## config.mk

```make
export PLATFORM = sky130hd
export DESIGN_NAME = ahb_to_axi_bridge
export DESIGN_NICKNAME = d
export VERILOG_FILES = /design/src/ahb_axi_pkg.sv /design/src/ahb_req_if.sv /design/src/buf_ctl_if.sv /design/src/ahb_addr_phase.sv /design/src/ahb_bridge_ctrl.sv /design/src/ahb_to_axi_bridge.sv /design/src/axi_cmd_buffer.sv
export SDC_FILE = /design/constraint.sdc
export NUM_CORES = 1
export LEC_CHECK = 0
export BUFFER_PORTS_ARGS = -buffer_cell sky130_fd_sc_hd__buf_2
export CAP_MARGIN = 0
export CORE_AREA = 2 2 151 153
export DETAILED_ROUTE_END_ITERATION = 10
export DIE_AREA = 0 0 153 155
export PLACE_DENSITY = 0.7
export SLEW_MARGIN = 20
export SYNTH_ARGS = -nofsm -noshare
export SYNTH_HDL_FRONTEND = slang
export SYNTH_SLANG_ARGS = --single-unit
```

## constraint.sdc

```tcl
create_clock -name bus_clk -period 4.4 [get_ports bus_clk]
set_input_delay 0.88 -clock bus_clk [delete_from_list [all_inputs] [get_ports bus_clk]]
set_output_delay 0.88 -clock bus_clk [all_outputs]
set_load 0.1 [all_outputs]
```

## src/ahb_axi_pkg.sv

```systemverilog
// Shared widths, address windows, bus types and transfer states of the AHB to AXI bridge
package ahb_axi_pkg;

  ////////////////////
  // Bus widths
  ////////////////////

  localparam int ADDR_W = 32;
  localparam int DATA_W = 64;
  // One strobe bit per byte lane
  localparam int STRB_W = DATA_W / 8;

  // Any bus address
  typedef logic [ADDR_W-1:0] addr_t;
  // Write and read data
  typedef logic [DATA_W-1:0] data_t;
  // Byte lane enables
  typedef logic [STRB_W-1:0] strb_t;
  // AHB transfer size code
  typedef logic [2:0]        hsize_t;
  // AHB transfer type, bit 1 marks NONSEQ or SEQ
  typedef logic [1:0]        htrans_t;

  ////////////////////
  // Memory windows
  ////////////////////

  // Windows match on the bits above this one, 64 KB each
  localparam int    WIN_BITS  = 16;
  localparam addr_t DCCM_BASE = 32'hf004_0000;
  localparam addr_t ICCM_BASE = 32'hee00_0000;
  // Clear to remove the ICCM window
  localparam bit    ICCM_EN   = 1'b1;

  // hsize encodings
  localparam hsize_t SIZE_BYTE  = 3'd0;
  localparam hsize_t SIZE_HALF  = 3'd1;
  localparam hsize_t SIZE_WORD  = 3'd2;
  localparam hsize_t SIZE_DWORD = 3'd3;

  // Transfer machine
  typedef enum logic [1:0] {
    XFER_IDLE = 2'b00,  // No transfer in flight
    XFER_WR   = 2'b01,  // Write address phase taken, data phase now
    XFER_RD   = 2'b10,  // Read address phase taken, command not yet issued
    XFER_PEND = 2'b11   // Read issued, waiting on the R channel
  } xfer_state_t;

endpackage

```

## src/ahb_req_if.sv

```systemverilog
// Registered AHB address phase with its window decode, legality flag and byte strobe
`timescale 1ns/1ps

interface ahb_req_if;

  // Address phase fields, held through the data phase
  ahb_axi_pkg::addr_t  haddr_q;
  ahb_axi_pkg::hsize_t hsize_q;
  logic                hwrite_q;

  // Last sampled transfer was NONSEQ or SEQ with hsel high
  logic                active_q;

  // Outside both windows, wrong size or misaligned
  logic                req_err;

  // Byte lanes from size and low address bits
  ahb_axi_pkg::strb_t  wstrb;

  // Address stage drives everything
  modport req (
    output haddr_q,
    output hsize_q,
    output hwrite_q,
    output active_q,
    output req_err,
    output wstrb
  );

  // Control only needs to know if the data phase is live and legal
  modport ctrl (
    input active_q,
    input req_err
  );

  // Command buffer takes the payload
  modport cmd_buf (
    input haddr_q,
    input hsize_q,
    input hwrite_q,
    input wstrb
  );

endinterface

```

## src/buf_ctl_if.sv

```systemverilog
// Load, release and status signals between the bridge control and the command buffer
`timescale 1ns/1ps

interface buf_ctl_if;

  // From control
  logic cmd_load;    // One-cycle strobe, capture the entry
  logic cmd_drop;    // Error response, flush a read entry
  logic rd_load;     // Capture r_data
  logic rd_err_set;  // Read came back with a nonzero r_resp

  // From buffer
  logic cmd_full;    // Entry valid and not leaving this cycle
  logic cmd_write;   // Direction of the stored entry
  logic rd_err;      // Registered read error, one cycle

  modport ctrl (
    output cmd_load,
    output cmd_drop,
    output rd_load,
    output rd_err_set,
    input  cmd_full,
    input  cmd_write,
    input  rd_err
  );

  modport cmd_buf (
    input  cmd_load,
    input  cmd_drop,
    input  rd_load,
    input  rd_err_set,
    output cmd_full,
    output cmd_write,
    output rd_err
  );

endinterface

```

## src/ahb_addr_phase.sv

```systemverilog
// AHB address stage that registers the request, decodes the windows and forms the byte strobe
`timescale 1ns/1ps

module ahb_addr_phase (
  input  logic                 bus_clk,
  input  logic                 rst_l,
  input  logic                 hsel,
  input  ahb_axi_pkg::addr_t   haddr,
  input  ahb_axi_pkg::hsize_t  hsize,
  input  logic                 hwrite,
  input  ahb_axi_pkg::htrans_t htrans,
  input  logic                 hready,
  ahb_req_if.req               req
);

  logic sample;
  logic in_dccm;
  logic in_iccm;
  logic tcm_access;
  logic bad_size;
  logic misaligned;

  ////////////////////
  // Phase registers
  ////////////////////

  // New address phase is taken only on a ready cycle with NONSEQ or SEQ
  assign sample = hready & hsel & htrans[1];

  // Live flag follows every ready cycle so idles clear it
  always_ff @(posedge bus_clk or negedge rst_l) begin
    if (!rst_l) begin
      req.active_q <= 1'b0;
    end else if (hready) begin
      req.active_q <= hsel & htrans[1];
    end
  end

  // Payload holds across a stalled data phase
  always_ff @(posedge bus_clk) begin
    if (sample) begin
      req.haddr_q  <= haddr;
      req.hsize_q  <= hsize;
      req.hwrite_q <= hwrite;
    end
  end

  ////////////////////
  // Window decode
  ////////////////////

  // Each window spans 2**WIN_BITS bytes and matches on the upper bits
  assign in_dccm = (req.haddr_q[ahb_axi_pkg::ADDR_W-1:ahb_axi_pkg::WIN_BITS] ==
                    ahb_axi_pkg::DCCM_BASE[ahb_axi_pkg::ADDR_W-1:ahb_axi_pkg::WIN_BITS]);

  // ICCM can be compiled out through ICCM_EN
  assign in_iccm = ahb_axi_pkg::ICCM_EN &
                   (req.haddr_q[ahb_axi_pkg::ADDR_W-1:ahb_axi_pkg::WIN_BITS] ==
                    ahb_axi_pkg::ICCM_BASE[ahb_axi_pkg::ADDR_W-1:ahb_axi_pkg::WIN_BITS]);

  assign tcm_access = in_dccm | in_iccm;

  // ICCM accesses and DCCM writes must be word or doubleword
  // Sizes above doubleword never fit the 64-bit bus
  assign bad_size = ((in_iccm | (in_dccm & req.hwrite_q)) &
                     ~((req.hsize_q == ahb_axi_pkg::SIZE_WORD) |
                       (req.hsize_q == ahb_axi_pkg::SIZE_DWORD))) |
                    req.hsize_q[2];

  // Natural alignment per size
  assign misaligned = ((req.hsize_q == ahb_axi_pkg::SIZE_HALF)  &   req.haddr_q[0])   |
                      ((req.hsize_q == ahb_axi_pkg::SIZE_WORD)  & (|req.haddr_q[1:0])) |
                      ((req.hsize_q == ahb_axi_pkg::SIZE_DWORD) & (|req.haddr_q[2:0]));

  assign req.req_err = ~tcm_access | bad_size | misaligned;

  ////////////////////
  // Byte strobe
  ////////////////////

  // Lane mask shifted up by the byte offset and all lanes for a doubleword
  always_comb begin
    case (req.hsize_q[1:0])
      ahb_axi_pkg::SIZE_BYTE[1:0]: req.wstrb = ahb_axi_pkg::strb_t'(8'h01) << req.haddr_q[2:0];
      ahb_axi_pkg::SIZE_HALF[1:0]: req.wstrb = ahb_axi_pkg::strb_t'(8'h03) << req.haddr_q[2:0];
      ahb_axi_pkg::SIZE_WORD[1:0]: req.wstrb = ahb_axi_pkg::strb_t'(8'h0f) << req.haddr_q[2:0];
      default:                     req.wstrb = '1;
    endcase
  end

  // A legal data phase enables one lane per byte of its size, never zero lanes
  assert property (@(posedge bus_clk) disable iff (!rst_l)
    (req.active_q && !req.req_err) |-> ($countones(req.wstrb) == (1 << req.hsize_q)));

endmodule

```

## src/ahb_bridge_ctrl.sv

```systemverilog
// Bridge control with the transfer machine, hreadyout and the two-cycle AHB error response
`timescale 1ns/1ps

module ahb_bridge_ctrl (
  input  logic                 bus_clk,
  input  logic                 rst_l,
  input  logic                 hsel,
  input  logic                 hwrite,
  input  ahb_axi_pkg::htrans_t htrans,
  input  logic                 hreadyin,
  output logic                 hreadyout,
  output logic                 hresp,
  output logic                 hready,
  input  logic                 r_valid,
  input  logic [1:0]           r_resp,
  ahb_req_if.ctrl              req,
  buf_ctl_if.ctrl              bctl
);

  ahb_axi_pkg::xfer_state_t state;
  ahb_axi_pkg::xfer_state_t state_nxt;
  logic                     state_en;

  // Registered copies for the second error cycle
  logic hresp_q;
  logic hready_q;

  logic req_bad;
  logic err_hold;
  logic rd_busy;

  ////////////////////
  // Transfer machine
  ////////////////////

  always_comb begin
    state_nxt       = ahb_axi_pkg::XFER_IDLE;
    state_en        = 1'b0;
    bctl.cmd_load   = 1'b0;
    bctl.rd_load    = 1'b0;
    bctl.rd_err_set = 1'b0;
    case (state)
      ahb_axi_pkg::XFER_IDLE: begin
        // Leave only on a taken address phase
        state_nxt = hwrite ? ahb_axi_pkg::XFER_WR : ahb_axi_pkg::XFER_RD;
        state_en  = hready & hsel & htrans[1];
      end
      ahb_axi_pkg::XFER_WR: begin
        // Data phase now and the next address phase may overlap it
        if (hresp || !hsel || !htrans[1]) begin
          state_nxt = ahb_axi_pkg::XFER_IDLE;
        end else begin
          state_nxt = hwrite ? ahb_axi_pkg::XFER_WR : ahb_axi_pkg::XFER_RD;
        end
        state_en      = ~bctl.cmd_full | hresp;
        // hwdata is valid now so load unless the transfer is illegal
        bctl.cmd_load = ~bctl.cmd_full & ~hresp;
      end
      ahb_axi_pkg::XFER_RD: begin
        // Bad reads return straight to idle
        state_nxt     = hresp ? ahb_axi_pkg::XFER_IDLE : ahb_axi_pkg::XFER_PEND;
        state_en      = ~bctl.cmd_full | hresp;
        bctl.cmd_load = ~bctl.cmd_full & ~hresp;
      end
      ahb_axi_pkg::XFER_PEND: begin
        // Stall until the read beat arrives
        state_nxt       = ahb_axi_pkg::XFER_IDLE;
        state_en        = r_valid & ~bctl.cmd_write;
        bctl.rd_load    = state_en;
        bctl.rd_err_set = state_en & (|r_resp);
      end
    endcase
  end

  always_ff @(posedge bus_clk or negedge rst_l) begin
    if (!rst_l) begin
      state <= ahb_axi_pkg::XFER_IDLE;
    end else if (state_en) begin
      state <= state_nxt;
    end
  end

  ////////////////////
  // AHB response
  ////////////////////

  // Illegal request seen in its data phase
  assign req_bad = req.active_q & (state != ahb_axi_pkg::XFER_IDLE) & req.req_err;

  // Second error cycle follows a stalled error cycle
  assign err_hold = hresp_q & ~hready_q;

  assign hresp = req_bad | bctl.rd_err | err_hold;

  // Reads hold the bus from issue until data is registered
  assign rd_busy = (state == ahb_axi_pkg::XFER_RD) | (state == ahb_axi_pkg::XFER_PEND);

  // Error drives low then high and other cycles wait on a full buffer or a read
  assign hreadyout = hresp ? err_hold :
                     ((~bctl.cmd_full | (state == ahb_axi_pkg::XFER_IDLE)) &
                      ~rd_busy & ~bctl.rd_err);

  assign hready = hreadyout & hreadyin;

  // Flush a pending read entry on error
  assign bctl.cmd_drop = hresp;

  always_ff @(posedge bus_clk or negedge rst_l) begin
    if (!rst_l) begin
      hresp_q  <= 1'b0;
      hready_q <= 1'b1;
    end else begin
      hresp_q  <= hresp;
      hready_q <= hready;
    end
  end

  // Each error response is one stalled cycle and one ready cycle and then ends
  assert property (@(posedge bus_clk) disable iff (!rst_l)
    (hresp && !hreadyout) |=> (hresp && hreadyout) ##1 !(hresp && hreadyout));

  // Only a live and legal data phase loads, and never over an entry still waiting
  assert property (@(posedge bus_clk) disable iff (!rst_l)
    bctl.cmd_load |-> (!bctl.cmd_full && req.active_q && !req.req_err));

endmodule

```

## src/ahb_to_axi_bridge.sv

```systemverilog
// AHB-Lite slave to AXI master bridge top connecting address stage, control and command buffer
`timescale 1ns/1ps

module ahb_to_axi_bridge (
  input  logic                 bus_clk,
  input  logic                 rst_l,
  // AHB-Lite slave
  input  logic                 hsel,
  input  ahb_axi_pkg::addr_t   haddr,
  input  ahb_axi_pkg::hsize_t  hsize,
  input  logic                 hwrite,
  input  ahb_axi_pkg::htrans_t htrans,
  input  ahb_axi_pkg::data_t   hwdata,
  input  logic                 hreadyin,
  output logic                 hreadyout,
  output logic                 hresp,
  output ahb_axi_pkg::data_t   hrdata,
  // AXI write address and data
  output ahb_axi_pkg::addr_t   aw_addr,
  output ahb_axi_pkg::hsize_t  aw_size,
  output logic                 aw_valid,
  input  logic                 aw_ready,
  output ahb_axi_pkg::data_t   w_data,
  output ahb_axi_pkg::strb_t   w_strb,
  output logic                 w_valid,
  // AXI read address and data
  output ahb_axi_pkg::addr_t   ar_addr,
  output ahb_axi_pkg::hsize_t  ar_size,
  output logic                 ar_valid,
  input  logic                 ar_ready,
  input  ahb_axi_pkg::data_t   r_data,
  input  logic [1:0]           r_resp,
  input  logic                 r_valid
);

  // Combined ready from control to the address stage
  logic hready;

  ahb_req_if req_if ();
  buf_ctl_if bctl_if ();

  ahb_addr_phase u_addr_phase (
    .bus_clk (bus_clk),
    .rst_l   (rst_l),
    .hsel    (hsel),
    .haddr   (haddr),
    .hsize   (hsize),
    .hwrite  (hwrite),
    .htrans  (htrans),
    .hready  (hready),
    .req     (req_if)
  );

  ahb_bridge_ctrl u_ctrl (
    .bus_clk   (bus_clk),
    .rst_l     (rst_l),
    .hsel      (hsel),
    .hwrite    (hwrite),
    .htrans    (htrans),
    .hreadyin  (hreadyin),
    .hreadyout (hreadyout),
    .hresp     (hresp),
    .hready    (hready),
    .r_valid   (r_valid),
    .r_resp    (r_resp),
    .req       (req_if),
    .bctl      (bctl_if)
  );

  axi_cmd_buffer u_cmd_buffer (
    .bus_clk  (bus_clk),
    .rst_l    (rst_l),
    .hwdata   (hwdata),
    .req      (req_if),
    .bctl     (bctl_if),
    .aw_addr  (aw_addr),
    .aw_size  (aw_size),
    .aw_valid (aw_valid),
    .aw_ready (aw_ready),
    .w_data   (w_data),
    .w_strb   (w_strb),
    .w_valid  (w_valid),
    .ar_addr  (ar_addr),
    .ar_size  (ar_size),
    .ar_valid (ar_valid),
    .ar_ready (ar_ready),
    .r_data   (r_data),
    .hrdata   (hrdata)
  );

endmodule

```

## src/axi_cmd_buffer.sv

```systemverilog
// One-entry command buffer that issues single-beat AXI requests and holds the read return
`timescale 1ns/1ps

module axi_cmd_buffer (
  input  logic                 bus_clk,
  input  logic                 rst_l,
  input  ahb_axi_pkg::data_t   hwdata,
  ahb_req_if.cmd_buf           req,
  buf_ctl_if.cmd_buf           bctl,
  // AW channel
  output ahb_axi_pkg::addr_t   aw_addr,
  output ahb_axi_pkg::hsize_t  aw_size,
  output logic                 aw_valid,
  input  logic                 aw_ready,
  // W channel
  output ahb_axi_pkg::data_t   w_data,
  output ahb_axi_pkg::strb_t   w_strb,
  output logic                 w_valid,
  // AR channel
  output ahb_axi_pkg::addr_t   ar_addr,
  output ahb_axi_pkg::hsize_t  ar_size,
  output logic                 ar_valid,
  input  logic                 ar_ready,
  // R data and the AHB side copy
  input  ahb_axi_pkg::data_t   r_data,
  output ahb_axi_pkg::data_t   hrdata
);

  // Entry
  logic                cmd_vld;
  logic                cmd_wr;
  ahb_axi_pkg::hsize_t cmd_size;
  ahb_axi_pkg::addr_t  cmd_addr;
  ahb_axi_pkg::strb_t  cmd_strb;
  ahb_axi_pkg::data_t  cmd_data;

  // Read return
  ahb_axi_pkg::data_t  rdata_q;

  logic cmd_sent;
  logic cmd_clr;

  ////////////////////
  // Entry control
  ////////////////////

  // Either address handshake retires the entry
  assign cmd_sent = (aw_valid & aw_ready) | (ar_valid & ar_ready);

  // Back-to-back load keeps it valid; writes are never flushed
  assign cmd_clr = (cmd_sent & ~bctl.cmd_load) | (bctl.cmd_drop & ~cmd_wr);

  assign bctl.cmd_full  = cmd_vld & ~cmd_sent;
  assign bctl.cmd_write = cmd_wr;

  always_ff @(posedge bus_clk or negedge rst_l) begin
    if (!rst_l) begin
      cmd_vld     <= 1'b0;
      cmd_wr      <= 1'b0;
      bctl.rd_err <= 1'b0;
    end else begin
      if (cmd_clr) begin
        cmd_vld <= 1'b0;
      end else if (bctl.cmd_load) begin
        cmd_vld <= 1'b1;
      end
      if (bctl.cmd_load) begin
        cmd_wr <= req.hwrite_q;
      end
      // Single-cycle flag, the control turns it into hresp
      bctl.rd_err <= bctl.rd_err_set;
    end
  end

  // Payload from the address stage, data straight off the AHB data phase
  always_ff @(posedge bus_clk) begin
    if (bctl.cmd_load) begin
      cmd_size <= req.hsize_q;
      cmd_addr <= req.haddr_q;
      cmd_strb <= req.wstrb;
      cmd_data <= hwdata;
    end
    if (bctl.rd_load) begin
      rdata_q <= r_data;
    end
  end

  ////////////////////
  // AXI request
  ////////////////////

  // Address and data go out together, released on aw_ready
  assign aw_addr  = cmd_addr;
  assign aw_size  = cmd_size;
  assign aw_valid = cmd_vld & cmd_wr;

  assign w_data  = cmd_data;
  assign w_strb  = cmd_strb;
  assign w_valid = aw_valid;

  assign ar_addr  = cmd_addr;
  assign ar_size  = cmd_size;
  assign ar_valid = cmd_vld & ~cmd_wr;

  assign hrdata = rdata_q;

  // Write request holds its address while the slave stalls
  assert property (@(posedge bus_clk) disable iff (!rst_l)
    (aw_valid && !aw_ready) |=> (aw_valid && $stable(aw_addr)));

endmodule

```

==> results.tsv <==
metric	value	unit
grt_use_total	0.1490	
cap_viol_max_count	0	
slowest_delay	450	ps
setup_violations	0	
mostFrequentLayoutCells	384 x buf_2, 207 x edfxtp_1, 24 x clkbuf_16	
grt_pass1_wl	26920	um
crit_slowest_cell	buf_2	
antenna_found_initial	2	
drt-pass1-iter-count	4	
drc	0	
synth_nets	545	
placementRows	55	
hold_path_class	primary input to asynchronous set/reset pin	
tritoncts	done	
htree_levels	1	
cp.arrival	2930	ps
cp-start-kind	flip-flop	
avgSynthCellArea	20.62	um2
timing.rr.start	u_addr_phase.req.hsize_q[1]	
die_h	155	um
status	finished, final reports clean	
fin_setup_tns	0	ps
hold_viol	0	
synth_flop_cell	edfxtp_1	
ys_types	53	
crit_required	3520	ps
die_w	153	um
cts_made_buffers	24	
hold-worst-slack	205.7	ps
rsz0062_at_grt	false	
final_common_cell	buf_2	
crit_start	u_addr_phase.req.hsize_q[1]	
skew	23.75	ps
crit_fanout	6	
cts_buffer_depth	3	
drv_slew	0	
worst_setup_path_end_kind	output pin	
synth_edf_count	207	
worstMarginPinSlew	926.5	ps
die_area	23720	um2
period_minus_slack	3807	ps
holdBufCountCts	0	
clock_latency	520	ps
clock-sinks	215	
reg2reg_depth	7	
dp_hpwl	14770	um
start_util	0.3359	
max_freq	262.6	MHz
overflow	0	
vias_per_cell	4.527	
synthCells	362	
ys_ff_latch	215	
fillers	1958	
routed_wl	19310	um
ys_seq_area_frac	0.8596	
vias	4695	
numPortBuffers	384	
cts_setup_buffers	0	
drtAntennaViolNets	0	
syn_area	7466	um2
clkTransAtPathRegs	60	ps
place_congestion	0.8597	
yosysWarningCount	0	
r2r_setup_slack	1200	ps
synth_top_cell_by_area	edfxtp_1	
synthArstFlopShare	0.03721	
synth.area.top_cells	edfxtp_1 83%, buf_4 3.6%, dfrtp_1 2.3%, ha_1 1.3%, inv_1 0.55%	
grt_pass1_vias	4571	
cts_root_buffer	clkbuf_16	
coreArea	22230	um2
grt_max_degree	68	
crit_chain	ha_1, a22o_1, or4_1, a2111o_1, o21ai_2, buf_2	
cts_resized	0	
drt_iter0_drc	278	
finalCritPeriodShare	0.8653	
num-nets-final	918	
cp-endpoint	hreadyout	
r2r-end	u_cmd_buffer.w_data[15]	
io_pins	386	
drive_above_1_share	0.5792	
worstSetupPathType	flip-flop to output pin	
synth_top_cell_area_share	0.8326	
maxSlewHeadroom	0.3824	
wl_per_cell	18.62	um
area_growth	38.13	%
[layer usage]
layer  GRT usage  share of wire  vias to the layer above  routed length (um)
li1            -              -                     2124                   -
met1      0.1829           0.37                     2285                7198
met2      0.2586           0.51                      251                9891
met3     0.04123          0.092                       35                1775
met4     0.04409          0.023                        0                 448
met5           0              0                        -                   0
[critical path, delay by kind of cell, from the launching register on]
family	cells	cell delay [ps]
buffers and inverters	1	450
DFF	1	440
adders and majority gates	1	290
AOI/OAI and AO/OA	3	820
and+or+nand+nor	1	410
[worst min-delay path by stage]
stage	start	cells past startpoint	slack, ps	endpoint
3_3_place_gp	u_addr_phase.req.haddr_q[14]	0	400	u_cmd_buffer.ar_addr[14]
6_report	rst_l	1	210	u_ctrl.state[0]
3_5_place_dp	u_addr_phase.req.haddr_q[6]	0	400	u_cmd_buffer.ar_addr[6]
4_1_cts	rst_l	1	180	u_ctrl.state[0]
2_1_floorplan	u_addr_phase.req.haddr_q[10]	0	400	u_cmd_buffer.ar_addr[10]
5_1_grt	rst_l	1	200	u_ctrl.state[0]
[cell families after synthesis]
| group | count (synthesis) | synth area share |
|---|---|---|
| adders and majority gates | 8 | 0.01341 |
| muxes | 2 | 0.003351 |
| AOI/OAI and AO/OA | 42 | 0.04508 |
| and+or+nand+nor | 45 | 0.03436 |
| buffers and inverters | 50 | 0.04424 |
| DFF | 215 | 0.8596 |
[flip-flops by register name (all words and copies together), names as in the netlist, 2 cells and up]
register,cells
u_cmd_buffer.hrdata,64
u_cmd_buffer.ar_size,3
u_addr_phase.req.haddr_q,32
u_addr_phase.req.hsize_q,3
u_cmd_buffer.w_strb,8
u_cmd_buffer.w_data,64
u_cmd_buffer.ar_addr,32
u_ctrl.state,2
[cell type report]
cell class | count | area (um2) | area share
clock inverter | 16 | 203.9 | 0.01978
inverter | 11 | 43.79 | 0.004247
antenna | 1 | 2.502 | 0.0002427
tap | 285 | 356.6 | 0.03458
multi-input combinational | 97 | 730.7 | 0.07086
sequential | 215 | 6417 | 0.6223
clock buffer | 26 | 608.1 | 0.05897
timing repair buffer | 386 | 1949 | 0.1890
[cell usage after synthesis (all sizes together) (2+ instances only)]
| cell type | count |
|---|---|
| a21oi | 7 |
| edfxtp | 207 |
| o21ai | 5 |
| o21bai | 2 |
| nor3 | 3 |
| nor2 | 7 |
| buf | 37 |
| nand2b | 2 |
| a221oi | 2 |
| or4 | 2 |
| nand2 | 8 |
| nor4bb | 2 |
| o21a | 2 |
| a2bb2oi | 2 |
| o221ai | 3 |
| nor2b | 5 |
| nand3 | 5 |
| o311ai | 2 |
| o31ai | 2 |
| clkbuf | 2 |
| inv | 11 |
| ha | 8 |
| o22ai | 3 |
| a2111oi | 2 |
| and2 | 2 |
| dfrtp | 7 |
| nor4 | 2 |
[metrics by stage]
stage                     utilization  setup WS (ps)  std cells  cell area, um2
after floorplan                     -          19.23        362            7472
after global placement         0.4273           1140        994            9498
after detailed placement       0.4273           1112        994            9498
after CTS                      0.4638          564.6       1036           10310
after global routing           0.4639          466.7       1037           10310
final                          0.4639          592.6       1037           10310
Power is not shown: default switching activity piles up to over one toggle a cycle in this logic, so the estimate is an artifact.
